### src/logic/ldb_settings.svh
/*
  LDB controller build settings
  Bus widths, local memory window, local wait and bus timeout counts
*/
`ifndef LDB_SETTINGS_SVH
`define LDB_SETTINGS_SVH

// Address and data path widths
`define LDB_ADDR_W 16
`define LDB_DATA_W 16

// First address above the local memory window
`define LDB_LMEM_TOP 16'h4000

// Cycles the local memory enable is held
`define LDB_LMEM_WAIT 2

// Strobe cycles without bus ready before error
`define LDB_BUS_TIMEOUT 16

// Posted cycle queue depth
`define LDB_QUEUE_DEPTH 4

`endif
### src/logic/ldb_pkg.sv
/*
  LDB controller types
  Address and data vectors, cycle target and sequencer state encodings
*/
`include "ldb_settings.svh"

package ldb_pkg;

  // Local data bus address
  typedef logic [`LDB_ADDR_W-1:0] ldb_addr_t;

  // Local data bus data word
  typedef logic [`LDB_DATA_W-1:0] ldb_data_t;

  // Where a decoded cycle goes
  typedef enum logic [1:0] {
    tgt_lmem    = 2'd0,  // Fast local memory
    tgt_bus_mem = 2'd1,  // Remote memory on system bus
    tgt_bus_io  = 2'd2   // IO device on system bus
  } ldb_target_e;

  // Bus cycle sequencer
  typedef enum logic [2:0] {
    st_idle   = 3'd0,  // Waiting for a queued cycle
    st_lmem   = 3'd1,  // Local memory enabled
    st_req    = 3'd2,  // Bus requested, waiting grant
    st_strobe = 3'd3,  // Data strobe out, waiting ready
    st_resp   = 3'd4   // Response offered to CPU
  } ldb_seq_state_e;

endpackage

### src/logic/ldb_ctl_top.sv
/*
  LDB controller top level
  Decoder, cycle queue and bus cycle sequencer in a chain
*/
`timescale 1ns/1ps

module ldb_ctl_top (
  input  logic                clk,
  input  logic                rst_n,
  // CPU request
  input  logic                cpu_valid,
  output logic                cpu_ready,
  input  ldb_pkg::ldb_addr_t  cpu_addr,
  input  ldb_pkg::ldb_data_t  cpu_wdata,
  input  logic                cpu_write,
  input  logic                cpu_io,
  // Local memory
  output logic                lmem_en_n,
  output logic                lmem_write,
  output ldb_pkg::ldb_addr_t  lmem_addr,
  output ldb_pkg::ldb_data_t  lmem_wdata,
  input  ldb_pkg::ldb_data_t  lmem_rdata,
  // System bus
  output logic                bus_req,
  input  logic                bus_gnt,
  output logic                bus_dstb_n,
  output logic                bus_iorq_n,
  output logic                bus_wbd_n,
  output logic                bus_wlbd_n,
  output ldb_pkg::ldb_addr_t  bus_addr,
  output ldb_pkg::ldb_data_t  bus_wdata,
  input  logic                bus_rdy_n,
  input  ldb_pkg::ldb_data_t  bus_rdata,
  // Response
  output logic                rsp_valid,
  input  logic                rsp_ready,
  output ldb_pkg::ldb_data_t  rsp_rdata,
  output logic                rsp_err
);

  import ldb_pkg::*;

  logic        dec_valid;   // Decoder to queue
  logic        dec_ready;
  ldb_target_e dec_target;
  ldb_addr_t   dec_addr;
  ldb_data_t   dec_wdata;
  logic        dec_write;
  logic        cyc_valid;   // Queue to sequencer
  logic        cyc_ready;
  ldb_target_e cyc_target;
  ldb_addr_t   cyc_addr;
  ldb_data_t   cyc_wdata;
  logic        cyc_write;

  ldb_cycle_decode u_decode (
    .clk        (clk),
    .rst_n      (rst_n),
    .cpu_valid  (cpu_valid),
    .cpu_ready  (cpu_ready),
    .cpu_addr   (cpu_addr),
    .cpu_wdata  (cpu_wdata),
    .cpu_write  (cpu_write),
    .cpu_io     (cpu_io),
    .dec_valid  (dec_valid),
    .dec_ready  (dec_ready),
    .dec_target (dec_target),
    .dec_addr   (dec_addr),
    .dec_wdata  (dec_wdata),
    .dec_write  (dec_write)
  );

  ldb_cycle_queue u_queue (
    .clk        (clk),
    .rst_n      (rst_n),
    .in_valid   (dec_valid),
    .in_ready   (dec_ready),
    .in_target  (dec_target),
    .in_addr    (dec_addr),
    .in_wdata   (dec_wdata),
    .in_write   (dec_write),
    .out_valid  (cyc_valid),
    .out_ready  (cyc_ready),
    .out_target (cyc_target),
    .out_addr   (cyc_addr),
    .out_wdata  (cyc_wdata),
    .out_write  (cyc_write)
  );

  ldb_bus_sequencer u_seq (
    .clk        (clk),
    .rst_n      (rst_n),
    .cyc_valid  (cyc_valid),
    .cyc_ready  (cyc_ready),
    .cyc_target (cyc_target),
    .cyc_addr   (cyc_addr),
    .cyc_wdata  (cyc_wdata),
    .cyc_write  (cyc_write),
    .lmem_en_n  (lmem_en_n),
    .lmem_write (lmem_write),
    .lmem_addr  (lmem_addr),
    .lmem_wdata (lmem_wdata),
    .lmem_rdata (lmem_rdata),
    .bus_req    (bus_req),
    .bus_gnt    (bus_gnt),
    .bus_dstb_n (bus_dstb_n),
    .bus_iorq_n (bus_iorq_n),
    .bus_wbd_n  (bus_wbd_n),
    .bus_wlbd_n (bus_wlbd_n),
    .bus_addr   (bus_addr),
    .bus_wdata  (bus_wdata),
    .bus_rdy_n  (bus_rdy_n),
    .bus_rdata  (bus_rdata),
    .rsp_valid  (rsp_valid),
    .rsp_ready  (rsp_ready),
    .rsp_rdata  (rsp_rdata),
    .rsp_err    (rsp_err)
  );

endmodule

### src/logic/ldb_bus_sequencer.sv
/*
  LDB bus cycle sequencer
  Runs one queued cycle at a time on local memory or the system bus
  and returns read data with an error flag per cycle
*/
`timescale 1ns/1ps
`include "ldb_settings.svh"

module ldb_bus_sequencer (
  input  logic                  clk,
  input  logic                  rst_n,
  // Queued cycle in
  input  logic                  cyc_valid,
  output logic                  cyc_ready,
  input  ldb_pkg::ldb_target_e  cyc_target,
  input  ldb_pkg::ldb_addr_t    cyc_addr,
  input  ldb_pkg::ldb_data_t    cyc_wdata,
  input  logic                  cyc_write,
  // Local memory
  output logic                  lmem_en_n,
  output logic                  lmem_write,
  output ldb_pkg::ldb_addr_t    lmem_addr,
  output ldb_pkg::ldb_data_t    lmem_wdata,
  input  ldb_pkg::ldb_data_t    lmem_rdata,
  // System bus
  output logic                  bus_req,
  input  logic                  bus_gnt,
  output logic                  bus_dstb_n,
  output logic                  bus_iorq_n,
  output logic                  bus_wbd_n,
  output logic                  bus_wlbd_n,
  output ldb_pkg::ldb_addr_t    bus_addr,
  output ldb_pkg::ldb_data_t    bus_wdata,
  input  logic                  bus_rdy_n,
  input  ldb_pkg::ldb_data_t    bus_rdata,
  // Response to CPU
  output logic                  rsp_valid,
  input  logic                  rsp_ready,
  output ldb_pkg::ldb_data_t    rsp_rdata,
  output logic                  rsp_err
);

  import ldb_pkg::*;

  localparam int CNT_MAX = (`LDB_BUS_TIMEOUT > `LDB_LMEM_WAIT) ?
                           `LDB_BUS_TIMEOUT : `LDB_LMEM_WAIT;
  localparam int CNT_W   = $clog2(CNT_MAX + 1);
  localparam logic [CNT_W-1:0] LMEM_LAST = CNT_W'(`LDB_LMEM_WAIT - 1);
  localparam logic [CNT_W-1:0] TMO_LAST  = CNT_W'(`LDB_BUS_TIMEOUT - 1);

  ldb_seq_state_e   state;
  logic [CNT_W-1:0] cnt;         // Wait or timeout count
  logic             take;        // Cycle accepted from queue
  logic             dstb_q;      // Strobe wanted
  logic             strobe_on;   // Strobe actually on the bus
  ldb_target_e      cur_target;  // Held for the whole cycle
  ldb_addr_t        cur_addr;
  ldb_data_t        cur_wdata;
  logic             cur_write;

  assign cyc_ready = (state == st_idle);
  assign take      = cyc_valid & cyc_ready;

  // Address, data and direction stay on both paths
  assign lmem_write = cur_write;
  assign lmem_addr  = cur_addr;
  assign lmem_wdata = cur_wdata;
  assign bus_addr   = cur_addr;
  assign bus_wdata  = cur_wdata;

  // Strobe only while granted, transceiver direction follows it
  assign strobe_on  = dstb_q & bus_gnt;
  assign bus_dstb_n = ~strobe_on;
  assign bus_iorq_n = ~(strobe_on & (cur_target == tgt_bus_io));
  assign bus_wbd_n  = ~(strobe_on & cur_write);   // Local bus to system bus
  assign bus_wlbd_n = ~(strobe_on & ~cur_write);  // System bus to local bus

  always_ff @(posedge clk) begin
    if (!rst_n) begin
      state     <= st_idle;
      cnt       <= '0;
      bus_req   <= 1'b0;
      dstb_q    <= 1'b0;
      lmem_en_n <= 1'b1;
      rsp_valid <= 1'b0;
      rsp_err   <= 1'b0;
    end else begin
      case (state)
        st_idle: begin
          if (take) begin
            cnt     <= '0;
            rsp_err <= 1'b0;
            if (cyc_target == tgt_lmem) begin
              lmem_en_n <= 1'b0;  // Local memory onto data path
              state     <= st_lmem;
            end else begin
              bus_req <= 1'b1;  // Ask arbiter for the bus
              state   <= st_req;
            end
          end
        end
        st_lmem: begin
          if (cnt == LMEM_LAST) begin
            lmem_en_n <= 1'b1;  // Wait count done
            rsp_valid <= 1'b1;
            state     <= st_resp;
          end else begin
            cnt <= cnt + 1'b1;
          end
        end
        st_req: begin
          if (bus_gnt) begin
            dstb_q <= 1'b1;  // Strobe from next cycle
            cnt    <= '0;
            state  <= st_strobe;
          end
        end
        st_strobe: begin
          if (!bus_rdy_n) begin
            dstb_q    <= 1'b0;  // Target answered
            bus_req   <= 1'b0;
            rsp_valid <= 1'b1;
            state     <= st_resp;
          end else if (cnt == TMO_LAST) begin
            dstb_q    <= 1'b0;  // No target, give up
            bus_req   <= 1'b0;
            rsp_valid <= 1'b1;
            rsp_err   <= 1'b1;
            state     <= st_resp;
          end else begin
            cnt <= cnt + 1'b1;
          end
        end
        st_resp: begin
          if (rsp_ready) begin
            rsp_valid <= 1'b0;  // Transferred, free for next cycle
            state     <= st_idle;
          end
        end
        default: state <= st_idle;
      endcase
    end
  end

  // Cycle payload and response data
  always_ff @(posedge clk) begin
    if (take) begin
      cur_target <= cyc_target;
      cur_addr   <= cyc_addr;
      cur_wdata  <= cyc_wdata;
      cur_write  <= cyc_write;
    end
    if (state == st_lmem && cnt == LMEM_LAST) begin
      rsp_rdata <= cur_write ? '0 : lmem_rdata;  // Sampled on last wait cycle
    end
    if (state == st_strobe) begin
      if (!bus_rdy_n) begin
        rsp_rdata <= cur_write ? '0 : bus_rdata;
      end else if (cnt == TMO_LAST) begin
        rsp_rdata <= '0;  // Nothing valid on timeout
      end
    end
  end

endmodule

### src/logic/ldb_cycle_queue.sv
/*
  LDB cycle queue
  Circular FIFO of decoded cycles, valid/ready on both sides
*/
`timescale 1ns/1ps
`include "ldb_settings.svh"

module ldb_cycle_queue (
  input  logic                  clk,
  input  logic                  rst_n,
  // Write side from decoder
  input  logic                  in_valid,
  output logic                  in_ready,
  input  ldb_pkg::ldb_target_e  in_target,
  input  ldb_pkg::ldb_addr_t    in_addr,
  input  ldb_pkg::ldb_data_t    in_wdata,
  input  logic                  in_write,
  // Read side to sequencer
  output logic                  out_valid,
  input  logic                  out_ready,
  output ldb_pkg::ldb_target_e  out_target,
  output ldb_pkg::ldb_addr_t    out_addr,
  output ldb_pkg::ldb_data_t    out_wdata,
  output logic                  out_write
);

  import ldb_pkg::*;

  localparam int DEPTH = `LDB_QUEUE_DEPTH;
  localparam int PTR_W = (DEPTH > 1) ? $clog2(DEPTH) : 1;
  localparam int CNT_W = $clog2(DEPTH + 1);
  localparam logic [PTR_W-1:0] PTR_LAST = PTR_W'(DEPTH - 1);
  localparam logic [CNT_W-1:0] CNT_FULL = CNT_W'(DEPTH);

  ldb_target_e target_mem [DEPTH];  // Entry storage
  ldb_addr_t   addr_mem   [DEPTH];
  ldb_data_t   wdata_mem  [DEPTH];
  logic        write_mem  [DEPTH];

  logic [PTR_W-1:0] wr_ptr;
  logic [PTR_W-1:0] rd_ptr;
  logic [CNT_W-1:0] count;  // Occupancy
  logic             push;
  logic             pop;

  assign in_ready  = (count != CNT_FULL);  // Stall decoder when full
  assign out_valid = (count != '0);
  assign push      = in_valid & in_ready;
  assign pop       = out_valid & out_ready;

  // Head entry straight from storage
  assign out_target = target_mem[rd_ptr];
  assign out_addr   = addr_mem[rd_ptr];
  assign out_wdata  = wdata_mem[rd_ptr];
  assign out_write  = write_mem[rd_ptr];

  always_ff @(posedge clk) begin
    if (!rst_n) begin
      wr_ptr <= '0;
      rd_ptr <= '0;
      count  <= '0;
    end else begin
      if (push) begin
        wr_ptr <= (wr_ptr == PTR_LAST) ? '0 : wr_ptr + 1'b1;  // Wrap at depth
      end
      if (pop) begin
        rd_ptr <= (rd_ptr == PTR_LAST) ? '0 : rd_ptr + 1'b1;
      end
      if (push && !pop) begin
        count <= count + 1'b1;
      end else if (pop && !push) begin
        count <= count - 1'b1;
      end
    end
  end

  always_ff @(posedge clk) begin
    if (push) begin
      target_mem[wr_ptr] <= in_target;
      addr_mem[wr_ptr]   <= in_addr;
      wdata_mem[wr_ptr]  <= in_wdata;
      write_mem[wr_ptr]  <= in_write;
    end
  end

endmodule

### src/logic/ldb_cycle_decode.sv
/*
  LDB cycle decoder
  Accepts CPU cycle requests and classifies them as local memory,
  bus memory or bus IO into a one-entry output register
*/
`timescale 1ns/1ps
`include "ldb_settings.svh"

module ldb_cycle_decode (
  input  logic                  clk,
  input  logic                  rst_n,
  // CPU request
  input  logic                  cpu_valid,
  output logic                  cpu_ready,
  input  ldb_pkg::ldb_addr_t    cpu_addr,
  input  ldb_pkg::ldb_data_t    cpu_wdata,
  input  logic                  cpu_write,
  input  logic                  cpu_io,
  // Decoded cycle out
  output logic                  dec_valid,
  input  logic                  dec_ready,
  output ldb_pkg::ldb_target_e  dec_target,
  output ldb_pkg::ldb_addr_t    dec_addr,
  output ldb_pkg::ldb_data_t    dec_wdata,
  output logic                  dec_write
);

  import ldb_pkg::*;

  ldb_target_e target_c;  // Target of the offered request
  logic        accept;    // CPU transfer this edge
  logic        ready_en;  // Low during and just after reset

  // IO flag wins, then the local window
  always_comb begin
    if (cpu_io) begin
      target_c = tgt_bus_io;
    end else if (cpu_addr < `LDB_LMEM_TOP) begin
      target_c = tgt_lmem;
    end else begin
      target_c = tgt_bus_mem;
    end
  end

  // Room when empty or draining this cycle
  assign cpu_ready = ready_en & (~dec_valid | dec_ready);
  assign accept    = cpu_valid & cpu_ready;

  always_ff @(posedge clk) begin
    if (!rst_n) begin
      ready_en  <= 1'b0;
      dec_valid <= 1'b0;
    end else begin
      ready_en <= 1'b1;  // Open one cycle after reset
      if (accept) begin
        dec_valid <= 1'b1;  // New entry replaces any drained one
      end else if (dec_ready) begin
        dec_valid <= 1'b0;  // Drained, nothing new
      end
    end
  end

  // Payload register, loaded on accept only
  always_ff @(posedge clk) begin
    if (accept) begin
      dec_target <= target_c;
      dec_addr   <= cpu_addr;
      dec_wdata  <= cpu_wdata;
      dec_write  <= cpu_write;
    end
  end

endmodule

### config.mk
export PLATFORM = sky130hd
export DESIGN_NAME = ldb_ctl_top
export DESIGN_NICKNAME = d
export VERILOG_FILES = /design/src/logic/ldb_pkg.sv /design/src/logic/ldb_ctl_top.sv /design/src/logic/ldb_bus_sequencer.sv /design/src/logic/ldb_cycle_queue.sv /design/src/logic/ldb_cycle_decode.sv
export VERILOG_INCLUDE_DIRS = /design/src /design/src/logic
export SDC_FILE = /design/constraint.sdc
export NUM_CORES = 1
export LEC_CHECK = 0
export BUFFER_PORTS_ARGS = -buffer_cell sky130_fd_sc_hd__buf_4
export CAP_MARGIN = 10
export CORE_ASPECT_RATIO = 1.25
export CORE_UTILIZATION = 30
export CTS_CLUSTER_SIZE = 14
export DETAILED_ROUTE_END_ITERATION = 8
export GPL_TIMING_DRIVEN = 1
export SLEW_MARGIN = 20
export SYNTH_ARGS = -nofsm -noshare
export SYNTH_HDL_FRONTEND = slang
export SYNTH_SLANG_ARGS = --single-unit
### constraint.sdc
create_clock -name clk -period 2.86 [get_ports clk]
set_input_delay 0.429 -clock clk [delete_from_list [all_inputs] [get_ports clk]]
set_output_delay 0.429 -clock clk [all_outputs]
set_load 0.005 [all_outputs]
==> impl_summary.log, run 1 <==
INFO  metric hold_viol_final = 0
INFO  metric critical_path.top_delay_family = simple AND/OR/NAND/NOR gates
INFO  metric critical_path_peak_fanout = 6
INFO  metric power.share.combinational = 0.226
INFO  metric synth_cells = 506
INFO  metric synth_cell_types = 42
INFO  metric synth_top_family_by_area = multiplexers
INFO  metric floorplan.core_area = 30400 sq um
INFO  metric total_leakage_power = 4.07 nW
INFO  metric postSynthRegisterBits = 250
INFO  metric period_needed = 2410 ps
INFO  metric critical_path.reg2reg.endpoint = u_queue.count[2]
INFO  metric synth.area.top_cells = sky130_fd_sc_hd__edfxtp_1 68%, sky130_fd_sc_hd__dfxtp_1 8.6%, sky130_fd_sc_hd__mux4_2 8.4%
INFO  metric detailedRoute.firstPassIterationCount = 4
INFO  metric ys.warnings.count = 0
INFO  metric wire_length_reported_by_the_detailed_router = 17900 microns
INFO  metric cts.hold.buffers_added = 0
INFO  metric worst_setup_path_endpoint = u_queue.count[2]
INFO  metric fin_worst_skew = 31.1 ps
INFO  metric max_freq = around 0.41 GHz
INFO  metric number_of_vias_per_cell_after_detailed_routing = 4.41
INFO  metric timing.critical_path.from = u_queue.count[0]
INFO  metric sequence_of_cells_on_the_critical_path = nor3_1 -> or4_1 -> ha_1 -> inv_1 -> fa_1 -> xor2_1 -> or3_1 -> a21oi_1
INFO  metric residual_antenna_violating_net_count_after_detailed_routing = 0
INFO  metric clock_tree_buffer_depth = 3
INFO  metric post-synth-top-area-cell = sky130_fd_sc_hd__edfxtp_1
INFO  metric outcome = complete, no violations
INFO  metric synthFlopType = sky130_fd_sc_hd__edfxtp_1
INFO  metric final_min_period_over_clock_period = 0.843
INFO  metric synth_enable_flop_cells = 210
INFO  metric die_x = 160 microns
INFO  metric post-route-worst-setup-slack = 449 ps
INFO  metric r2r.worst_path.cells = 8
INFO  metric yosys.area_share.adder = 0.0142
INFO  metric pwr_density_cell = 923 nW/um^2
INFO  metric wl_per_cell = approximately 17 microns
INFO  metric cts-root-buf = sky130_fd_sc_hd__clkbuf_16
INFO  metric max_cap_viol_count = 0
INFO  metric simple_gate_share_of_the_synthesized_area = 0.0462
INFO  metric tritoncts_sink_count = 250
INFO  metric timing.hold.worst.class = in -> reg
INFO  metric clock_insertion_delay_worst_skew = roughly 530 ps
INFO  metric worstPathBufferInverterCount = 1
INFO  metric timing.max_slew.rel_slack = 0.491
INFO  metric final_layout_size_suffix_gt1_frac = 0.379
INFO  metric worst_ep_required_time = 3320 ps
INFO  metric grt_util_all_layers = 0.114
INFO  metric filler_cell_count = 2778
INFO  metric swShare = 0.271
INFO  metric worst_slew_pin_slew = 763 ps
INFO  metric cp.arrival = 2870 ps
INFO  metric setup.worst_path.start_class = flip-flop
INFO  metric worst_r2r_setup_slack = 450 ps
INFO  metric place.detailed.hpwl = approximately 11000 microns
INFO  metric io-pin-count = 162
INFO  metric synth_area_in_compound_gates = 0.0308
INFO  metric cp-end-kind = flip-flop
INFO  metric pin_count_of_the_biggest_net_entering_global_routing = 37
INFO  metric synth_async_sr_flop_share = 0
INFO  metric xor_xnor_fraction_of_synth_area = 0.00188
INFO  metric worst_path_largest_cell_delay = 430 ps
INFO  metric route.vias.total = ~4800
INFO  metric tritoncts.num_buffers = 27
INFO  metric internal_power = ~7.9 mW
INFO  metric seq_power_share = 0.480
INFO  metric yosysSeqAreaShare = 0.761
INFO  metric slew_violations = 0
INFO  metric cts_setup_buffers = 0
INFO  metric cts_htree_levels = 1
INFO  metric clock_power_share = 0.294
INFO  metric area_delta_synth_final = 25.5%
INFO  metric rsz0062_at_grt = no
INFO  metric place_worst_setup_slack = 468 ps
INFO  metric initialDrtViolationCount = 256
INFO  metric peakVddDrop = 0.444 mV
INFO  metric design.final.nets = 742
INFO  metric antenna_cells_inserted = 0
INFO  metric origin_of_the_critical_flop_to_flop_path = u_queue.count[0]
INFO  metric synth_nets = 588
INFO  metric criticalPathCategory = reg -> reg
INFO  metric worst-path-stages = 8
INFO  metric place_area = 10900 sq um
INFO  metric rows = 71
INFO  metric switchingPower = 2.93 mW
INFO  metric synth.cell_area = between 9000 and 10000 sq um
INFO  metric finalInstanceArea = 11700 sq um
INFO  metric start_util = 0.307
INFO  metric grt_remaining_overflow = 0
INFO  metric antenna_found_initial = 0
INFO  metric clkTransAtPathRegs = about 60 ps
INFO  metric global_route_wire_length_before_repair = 28200 microns
INFO  metric route.detailed.drc = 0
INFO  metric first_global_vias = between 4000 and 5000
INFO  metric critical_path.slowest_cell = sky130_fd_sc_hd__fa_1
INFO  metric globalplace.congestion = around 0.76
INFO  metric fin_tns_setup = 0 ps
INFO  metric port_buffers = 161
INFO  metric cts_tree = yes
INFO  metric post_cts.resized_instances = 0
INFO  metric fp.dieH = 199 microns
INFO  metric yosysTopAreaCellShare = 0.675
INFO  metric timing.final.setup_violations = 0
INFO  metric die_area = 31800 sq um
INFO  metric syn_area_per_cell = 18.5 sq um
INFO  metric yosys-mux-area-fraction = 0.107
-- sequential cells by signal, summed over array words and instances (netlist names), 5 cells and up, named ones only --
register            count
u_decode.dec_addr      16
u_queue.addr_mem       64
u_seq.rsp_rdata        16
u_decode.dec_wdata     16
u_seq.bus_addr         16
u_queue.target_mem      8
u_seq.bus_wdata        16
u_queue.wdata_mem      64
u_seq.cnt               5
-- how the worst min path moves through the flow --
stage | startpoint | end | slack, ps | depth (start not counted)
after floorplan | rst_n | u_decode.ready_en | 460 | 0
after global placement | u_seq.bus_req | u_seq.bus_req | 460 | 2
after detailed placement | u_seq.bus_req | u_seq.bus_req | 480 | 2
after CTS | cpu_wdata[3] | u_decode.dec_wdata[3] | 40 | 1
after global routing | cpu_wdata[11] | u_decode.dec_wdata[11] | 50 | 1
final | cpu_addr[4] | u_decode.dec_addr[4] | 70 | 1
-- area by class of cell --
| class | instances | area (sq um) | share of cell area |
|---|---|---|---|
| sequential | 250 | 7110 | 0.607 |
| multi-input combinational | 197 | 1890 | 0.161 |
| timing repair buffer | 174 | 1370 | 0.117 |
| clock buffer | 37 | 713 | 0.0608 |
| tap | 401 | 502 | 0.0428 |
| clock inverter | 12 | 97.6 | 0.00833 |
| inverter | 10 | 37.5 | 0.00320 |
-- metrics by stage --
stage	total power, mW	utilization	cells	hold WS [ps]
5_1_grt	11.4	0.386	1081	48.3
4_1_cts	11.0	0.386	1081	43.3
3_5_place_dp	7.78	0.359	1032	477
2_1_floorplan	6.61	-	506	457
6_report	10.8	0.386	1081	68.7
3_3_place_gp	7.77	0.359	1032	462
-- per-layer routing --
| layer | routed length, microns | part of all wire | up-vias | GRT usage |
|---|---|---|---|---|
| met5 | 0 | 0 | - | 0 |
| met4 | 356 | 0.020 | 0 | 0.0356 |
| li1 | - | - | 2234 | - |
| met2 | 8590 | 0.48 | 160 | 0.197 |
| met1 | 8020 | 0.45 | 2345 | 0.147 |
| met3 | 938 | 0.052 | 26 | 0.0205 |
-- power groups by stage --
stage | clock network, mW | logic (mW) | registers, mW
after floorplan | 0 | 1.61 | 5.00
after global placement | 0 | 2.49 | 5.28
after detailed placement | 0 | 2.49 | 5.29
after CTS | 3.28 | 2.50 | 5.23
after global routing | 3.42 | 2.69 | 5.30
final | 3.17 | 2.45 | 5.19
-- cells in the mapped netlist, types with 4 or more instances --
cell type                  instances
sky130_fd_sc_hd__o21ai_0          19
sky130_fd_sc_hd__mux4_2           35
sky130_fd_sc_hd__buf_4            33
sky130_fd_sc_hd__and2_1            4
sky130_fd_sc_hd__ha_1              9
sky130_fd_sc_hd__a21oi_1           8
sky130_fd_sc_hd__dfxtp_1          40
sky130_fd_sc_hd__nand2_1          23
sky130_fd_sc_hd__clkbuf_1         10
sky130_fd_sc_hd__nor2b_1          19
sky130_fd_sc_hd__or3_1             4
sky130_fd_sc_hd__inv_1            10
sky130_fd_sc_hd__mux2i_1          21
sky130_fd_sc_hd__a211oi_1          4
sky130_fd_sc_hd__a31oi_1           4
sky130_fd_sc_hd__edfxtp_1        210
sky130_fd_sc_hd__nor2_1           16
-- placed cells by master (no fill, tap or decap), drive strengths merged, types with 3 or more instances in the layout --
cell type	Yosys	layout
clkinv	0	9
dfxtp	40	40
mux4	35	35
edfxtp	210	210
a21oi	8	8
o21a	4	4
nor3	3	3
a31oi	4	4
a211oi	4	4
and3	3	3
buf	39	174
inv	10	11
nand2	23	23
o21ai	20	20
and2	4	4
ha	9	9
nor2	16	16
nor2b	19	19
mux2i	21	21
or3	4	4
clkbuf	10	37
-- logic make-up (layout without fill, tap and decap cells) --
logic type / after synthesis / count (layout)
adders and majority gates: 10 / 10
and+or+nand+nor: 83 / 83
xor gates and xnor gates: 2 / 2
DFF: 250 / 250
muxes: 56 / 56
buffers and inverters: 59 / 233
AOI/OAI and AO/OA: 46 / 46
(Power assumes the default switching activity.)
==> run 2: changes to the inputs <==
==> constraint.sdc (replaced) <==
create_clock -name clk -period 2.1 [get_ports clk]
set_input_delay 0.315 -clock clk [delete_from_list [all_inputs] [get_ports clk]]
set_output_delay 0.315 -clock clk [all_outputs]
set_load 0.005 [all_outputs]
==> run 2 against run 1 <==
Against the previous run:
- sequential share of layout area is 4.3 points lower
- clock power is 62% higher
- largest cell class unchanged
- sequential power up 33%
- cell count up 6.7%
- wire length is 3.5% higher
- largest power group unchanged
==> impl_summary.log, run 2 (synthesis gave the netlist of run 1 again) <==
INFO  metric timing.max_slew.rel_slack = 0.622 (+0.131)
INFO  metric peakVddDrop = 0.753 mV (+70%)
INFO  metric outcome = complete, no violations
INFO  metric final.hold.worst_slack = 48.9 ps (-19.8 ps)
INFO  metric cts_htree_levels = 1 (unchanged)
INFO  metric groute.layer.met1.usage = 0.146 (-0.000943)
INFO  metric top_usage_layer = met2
INFO  metric period_needed = 2040 ps (-374 ps)
INFO  metric die_x = 160 microns (unchanged)
INFO  metric place.detailed.hpwl = 11800 microns (+3.4%)
INFO  metric residual_antenna_violating_net_count_after_detailed_routing = 0 (unchanged)
INFO  metric total_leakage_power = 4.48 nW (+10%)
INFO  metric critical_path_peak_fanout = 5 (-1)
INFO  metric tritoncts.num_buffers = 26 (-3.7%)
INFO  metric wl_per_cell = 16.1 microns (-3.0%)
INFO  metric final_min_period_over_clock_period = 0.970 (+0.127)
INFO  metric setup.worst_path.start_class = flip-flop
INFO  metric grt_util_all_layers = 0.118 (+0.00341)
INFO  metric origin_of_the_critical_flop_to_flop_path = u_queue.count[2]
INFO  metric rows = 71 (unchanged)
INFO  metric route.vias.total = 5082 (+6.7%)
INFO  metric globalplace.congestion = 0.785 (+3.2%)
INFO  metric timing.hold.worst.class = in -> reg
INFO  metric worst_slew_pin_slew = 567 ps (-197 ps)
INFO  metric holdCritStartpoint = cpu_valid
INFO  metric use_met2 = 0.211 (+0.0141)
INFO  metric floorplan.core_area = 30400 sq um (unchanged)
INFO  metric route.detailed.drc = 0 (unchanged)
INFO  metric antenna_cells_inserted = 0 (unchanged)
INFO  metric finalNonFillerCells = 1153 (+6.7%)
INFO  metric first_global_vias = 5268 (+5.8%)
INFO  metric max_freq = 0.491 GHz (+18%)
INFO  metric whs_path_depth = 3 (+2)
INFO  metric clock_insertion_delay_worst_skew = 520 ps (about the same)
INFO  metric area_delta_synth_final = 35.3%
INFO  metric cp.arrival = 2470 ps (-400 ps)
INFO  metric place.detailed.instances = 1052 (+1.9%)
INFO  metric pwr_density_cell = 1270 nW/um^2 (+37%)
INFO  metric criticalPathCategory = reg -> reg
INFO  metric io-pin-count = 162 (unchanged)
INFO  metric tritoncts_sink_count = 250 (unchanged)
INFO  metric clkTransAtPathRegs = 60 ps (about the same)
INFO  metric start_util = 0.307 (unchanged)
INFO  metric detailedRoute.firstPassIterationCount = 5 (+1)
INFO  metric wire_length_reported_by_the_detailed_router = 18500 microns (+3.5%)
INFO  metric hold_path_end = u_decode.dec_valid
INFO  metric critical_path.reg2reg.endpoint = u_queue.count[2]
INFO  metric final_layout_size_suffix_gt1_frac = 0.392 (+0.0129)
INFO  metric max_cap_viol_count = 0 (unchanged)
INFO  metric clock_tree_buffer_depth = 3 (unchanged)
INFO  metric filler_cell_count = 2773 (-0.18%)
INFO  metric worst_r2r_setup_slack = 60 ps (-390 ps)
INFO  metric number_of_vias_per_cell_after_detailed_routing = 4.41 (about the same)
INFO  metric cts-root-buf = sky130_fd_sc_hd__clkbuf_16
INFO  metric die_area = 31800 sq um (unchanged)
INFO  metric worst_ep_required_time = 2540 ps (-780 ps)
INFO  metric fp.dieH = 199 microns (unchanged)
INFO  metric cts_tree = yes
INFO  metric global_route_wire_length_before_repair = 29300 microns (+3.9%)
INFO  metric timing.final.setup_violations = 0 (unchanged)
INFO  metric final_cell_mix = 210 x sky130_fd_sc_hd__edfxtp_1, 188 x sky130_fd_sc_hd__buf_4, 51 x sky130_fd_sc_hd__dlygate4sd3_1
INFO  metric initialDrtViolationCount = 215 (-16%)
INFO  metric antenna_found_initial = 0 (unchanged)
INFO  metric port_buffers = 161 (unchanged)
INFO  metric design.final.nets = 814 (+9.7%)
INFO  metric r2r.worst_path.cells = 8 (unchanged)
INFO  metric grt_remaining_overflow = 0 (unchanged)
INFO  metric pin_count_of_the_biggest_net_entering_global_routing = 28 (-24%)
INFO  metric fin_worst_skew = 14.5 ps (-16.7 ps)
INFO  metric final_common_cell = sky130_fd_sc_hd__edfxtp_1
INFO  metric hold_viol_final = 0 (unchanged)
INFO  metric slew_violations = 0 (unchanged)
INFO  metric cp-end-kind = flip-flop
INFO  metric largest_registers = u_queue.addr_mem (64), u_queue.wdata_mem (64)
INFO  metric global_route.usage.met3 = 0.0218 (+0.00125)
==> run 2: cell types whose count changed in the layout (fill, tap and decap cells not counted), moves of 4 or more <==
cell	before	now
sky130_fd_sc_hd__dfxtp_2	1	5
sky130_fd_sc_hd__dfxtp_1	38	34
sky130_fd_sc_hd__bufinv_16	1	8
sky130_fd_sc_hd__clkbuf_1	10	5
sky130_fd_sc_hd__buf_4	169	188
sky130_fd_sc_hd__dlygate4sd3_1	0	51
==> run 2: power breakdown <==
part | leakage, nW | internal, mW | switching, mW
sequential | 2.26 | 6.34 | 0.548
clock | 0.468 | 3.32 | 1.83
combinational | 1.76 | 2.25 | 1.72
==> run 2: per-stage QoR <==
step                      power, mW  setup WS [ps]  utilization  area (sq um)  setup TNS (ps)
after floorplan                9.03          -32.7            -          9360           -32.7
after global routing           16.8          -43.6        0.416         12600           -43.6
after global placement         10.9          -63.4        0.366         11100           -63.4
final                          16.0           62.9        0.416         12600               0
after detailed placement       10.9           -103        0.366         11100            -103
after CTS                      16.2           11.2        0.415         12600               0
==> run 2: area by class of cell <==
type                            count  area, sq um  share of cell area
Timing Repair Buffer              247         2080               0.165
Multi-Input combinational cell    197         1920               0.152
Clock buffer                       32          694              0.0550
Inverter                           10         41.3             0.00327
Sequential cell                   250         7120               0.563
Tap cell                          401          502              0.0397
Clock inverter                     16          279              0.0221
==> run 2: per-layer routing <==
metal / wire length (microns) / share of wire
met1: 7780 / 0.42
met2: 9300 / 0.50
met3: 1100 / 0.060
met4: 333 / 0.018
met5: 0 / 0
==> run 2: critical path: stages, from the launching register on <==
cell and delay, ps:
sky130_fd_sc_hd__dfxtp_2 360, sky130_fd_sc_hd__nor3_4 50, sky130_fd_sc_hd__or4_4 520, sky130_fd_sc_hd__ha_2 210, sky130_fd_sc_hd__inv_1 80, sky130_fd_sc_hd__fa_2 210, sky130_fd_sc_hd__xor2_1 70, sky130_fd_sc_hd__or3_1 300
sky130_fd_sc_hd__a21oi_1 170
==> run 2: worst max-delay path by stage <==
stage	start	end	slack [ps]	depth (start not counted)
final	u_queue.count[2]	u_queue.count[2]	60	8
after global routing	u_queue.count[0]	u_queue.count[2]	-40	8
after CTS	u_queue.count[2]	u_queue.count[2]	10	8
after detailed placement	u_queue.count[2]	u_queue.count[2]	-100	8
after global placement	u_queue.count[2]	u_queue.count[2]	-60	8
after floorplan	u_queue.count[2]	u_queue.count[2]	-30	9
==> run 2: timing repair <==
| action | CTS | global route |
|---|---|---|
| hold endpoints to repair | 51 | 0 |
| setup buffers | 0 | 2 |
| hold buffers | 51 | 0 |
| setup endpoints to repair | 1 | 3 |
| resized for setup | 1 | 8 |
| pin swaps | 0 | 3 |
==> run 3: changes to the inputs <==
--- a/config.mk
+++ b/config.mk
@@ -13,6 +13,7 @@
 export CTS_CLUSTER_SIZE = 14
 export DETAILED_ROUTE_END_ITERATION = 8
 export GPL_TIMING_DRIVEN = 1
+export MAX_ROUTING_LAYER = met4
 export SLEW_MARGIN = 20
 export SYNTH_ARGS = -nofsm -noshare
 export SYNTH_HDL_FRONTEND = slang
==> run 3 against run 2 <==
Against the previous run:
- via count down 0.18%
- wire length is 0.28% higher
- final area is the same
- combinational power barely moved
- critical endpoint unchanged
- highest routed layer unchanged
==> impl_summary.log, run 3 (synthesis gave the netlist of run 1 again) <==
INFO  metric outcome = complete, no violations
INFO  metric worst_ep_required_time = 2540 ps (about the same)
INFO  metric cp-end-kind = flip-flop
INFO  metric clock_insertion_delay_worst_skew = 520 ps (about the same)
INFO  metric initialDrtViolationCount = 229 (+6.5%)
INFO  metric criticalPathCategory = reg -> reg
INFO  metric power_consumption = 16.0 mW (about the same)
INFO  metric tritoncts.num_buffers = 26 (unchanged)
INFO  metric final_util = 0.416 (unchanged)
INFO  metric detailedRoute.firstPassIterationCount = 4 (-1)
INFO  metric hold_viol_final = 0 (unchanged)
INFO  metric port_buffers = 161 (unchanged)
INFO  metric final_min_period_over_clock_period = 0.970 (about the same)
INFO  metric number_of_vias_per_cell_after_detailed_routing = 4.40 (-0.18%)
INFO  metric globalplace.congestion = 0.796 (+1.4%)
INFO  metric clock_tree_buffer_depth = 3 (unchanged)
INFO  metric fin_tns_setup = 0 ps (unchanged)
INFO  metric die_x = 160 microns (unchanged)
INFO  metric timing.hold.worst.class = in -> reg
INFO  metric wl_per_cell = 16.1 microns (+0.28%)
INFO  metric residual_antenna_violating_net_count_after_detailed_routing = 0 (unchanged)
INFO  metric fp.dieH = 199 microns (unchanged)
INFO  metric worstPathBufferInverterCount = 1 (unchanged)
INFO  metric antenna_found_initial = 0 (unchanged)
INFO  metric start_util = 0.307 (unchanged)
INFO  metric route.detailed.drc = 0 (unchanged)
INFO  metric max_cap_viol_count = 0 (unchanged)
INFO  metric first_global_vias = 5268 (unchanged)
INFO  metric io-pin-count = 162 (unchanged)
INFO  metric cts_htree_levels = 1 (unchanged)
INFO  metric worst_path_largest_cell_delay = 520 ps (about the same)
INFO  metric max_freq = 0.491 GHz (about the same)
INFO  metric slew_violations = 0 (unchanged)
INFO  metric timing.final.setup_violations = 0 (unchanged)
INFO  metric sequence_of_cells_on_the_critical_path = nor3_4 -> or4_4 -> ha_2 -> inv_1 -> fa_2 -> xor2_1 -> or3_1 -> a21oi_1
INFO  metric place_worst_setup_slack = -103 ps (unchanged)
INFO  metric post-route-worst-setup-slack = 62.4 ps (-0.461 ps)
INFO  metric die_area = 31800 sq um (unchanged)
INFO  metric cts-root-buf = sky130_fd_sc_hd__clkbuf_16
INFO  metric clkTransAtPathRegs = 60 ps (about the same)
INFO  metric route.vias.total = 5073 (-0.18%)
INFO  metric global_route_wire_length_before_repair = 29300 microns (+0.12%)
INFO  metric worst_slew_pin_slew = 566 ps (-1.12 ps)
INFO  metric grt_util_all_layers = 0.121 (+0.00369)
INFO  metric tritoncts_sink_count = 250 (unchanged)
INFO  metric peakVddDrop = 0.762 mV (+1.2%)
INFO  metric floorplan.core_area = 30400 sq um (unchanged)
INFO  metric timing.max_slew.rel_slack = 0.623 (+0.000746)
INFO  metric finalInstanceArea = 12600 sq um (unchanged)
INFO  metric largest_registers = u_queue.addr_mem (64), u_queue.wdata_mem (64)
INFO  metric fin_worst_skew = 13.9 ps (-0.602 ps)
INFO  metric design.final.nets = 814 (unchanged)
INFO  metric place.detailed.hpwl = 11800 microns (unchanged)
INFO  metric period_needed = 2040 ps (+0.461 ps)
INFO  metric rows = 71 (unchanged)
INFO  metric place_area = 11100 sq um (unchanged)
INFO  metric final_layout_size_suffix_gt1_frac = 0.392 (unchanged)
INFO  metric wire_length_reported_by_the_detailed_router = 18600 microns (+0.28%)
INFO  metric final_cell_mix = 210 x sky130_fd_sc_hd__edfxtp_1, 188 x sky130_fd_sc_hd__buf_4, 51 x sky130_fd_sc_hd__dlygate4sd3_1
INFO  metric total_leakage_power = 4.48 nW (unchanged)
INFO  metric critical_path.slowest_cell = sky130_fd_sc_hd__or4_4
INFO  metric final_common_cell = sky130_fd_sc_hd__edfxtp_1
INFO  metric area_delta_synth_final = 35.3% (unchanged)
INFO  metric grt_remaining_overflow = 0 (unchanged)
INFO  metric cp.arrival = 2470 ps (about the same)
INFO  metric critical_path_peak_fanout = 5 (unchanged)
INFO  metric critical_path.top_delay_family = simple AND/OR/NAND/NOR gates
INFO  metric antenna_cells_inserted = 0 (unchanged)
INFO  metric pwr_density_cell = 1270 nW/um^2 (about the same)
INFO  metric cts_tree = yes
INFO  metric setup.worst_path.start_class = flip-flop
INFO  metric pin_count_of_the_biggest_net_entering_global_routing = 28 (unchanged)
[run 3: cell counts in the layout (fill, tap and decap cells not counted)]
No cell type changed its count.
[run 3: final cells by class]
type	count	area (sq um)
inverter	10	41.3
sequential	250	7120
timing repair buffer	247	2080
tap	401	502
fill	2773	17700
clock buffer	32	694
multi-input combinational	197	1920
clock inverter	16	279
[run 3: path summary, 6_finish.rpt]
kind / startpoint / to / slack [ps] / cells after the start
worst min-delay path: cpu_valid / u_decode.dec_valid / 50 / 3
worst max register to register: u_queue.count[2] / u_queue.count[2] / 60 / 8
worst max-delay path: u_queue.count[2] / u_queue.count[2] / 60 / 8
worst min register to register: u_seq.cnt[0] / u_seq.cnt[0] / 470 / 1
[run 3: routing by layer]
metal / wire length, microns / vias up / share of wire / GRT usage
li1: - / 2378 / - / -
met1: 7910 / 2510 / 0.43 / 0.146
met2: 9300 / 156 / 0.50 / 0.211
met3: 1040 / 29 / 0.056 / 0.0218
met4: 331 / 0 / 0.018 / 0.0317
met5: 0 / - / 0 / -
[run 3: where the power goes]
group	switching, mW	internal (mW)
combinational	1.72	2.25
clock	1.83	3.32
sequential	0.549	6.34
[run 3: timing repair]
| item | in CTS | in global routing |
|---|---|---|
| endpoints found under the setup margin | 1 | 3 |
| hold buffers | 51 | 0 |
| pin swaps | 0 | 3 |
| cloned | 0 | 0 |
| gates resized for setup | 1 | 8 |
| buffers inserted | 0 | 2 |
| endpoints found under the hold margin | 51 | 0 |
[run 3: worst reg2reg max path, stage by stage, from the launching register on]
cell	delay (ps)
sky130_fd_sc_hd__dfxtp_2	360
sky130_fd_sc_hd__nor3_4	50
sky130_fd_sc_hd__or4_4	520
sky130_fd_sc_hd__ha_2	210
sky130_fd_sc_hd__inv_1	80
sky130_fd_sc_hd__fa_2	210
sky130_fd_sc_hd__xor2_1	70
sky130_fd_sc_hd__or3_1	300
sky130_fd_sc_hd__a21oi_1	170
[run 3: per-stage QoR]
step           hold slack (ps)  cells
6_report                  49.5   1153
5_1_grt                   60.0   1153
4_1_cts                   22.3   1151
3_5_place_dp               462   1052
3_3_place_gp               460   1052
2_1_floorplan              343    506
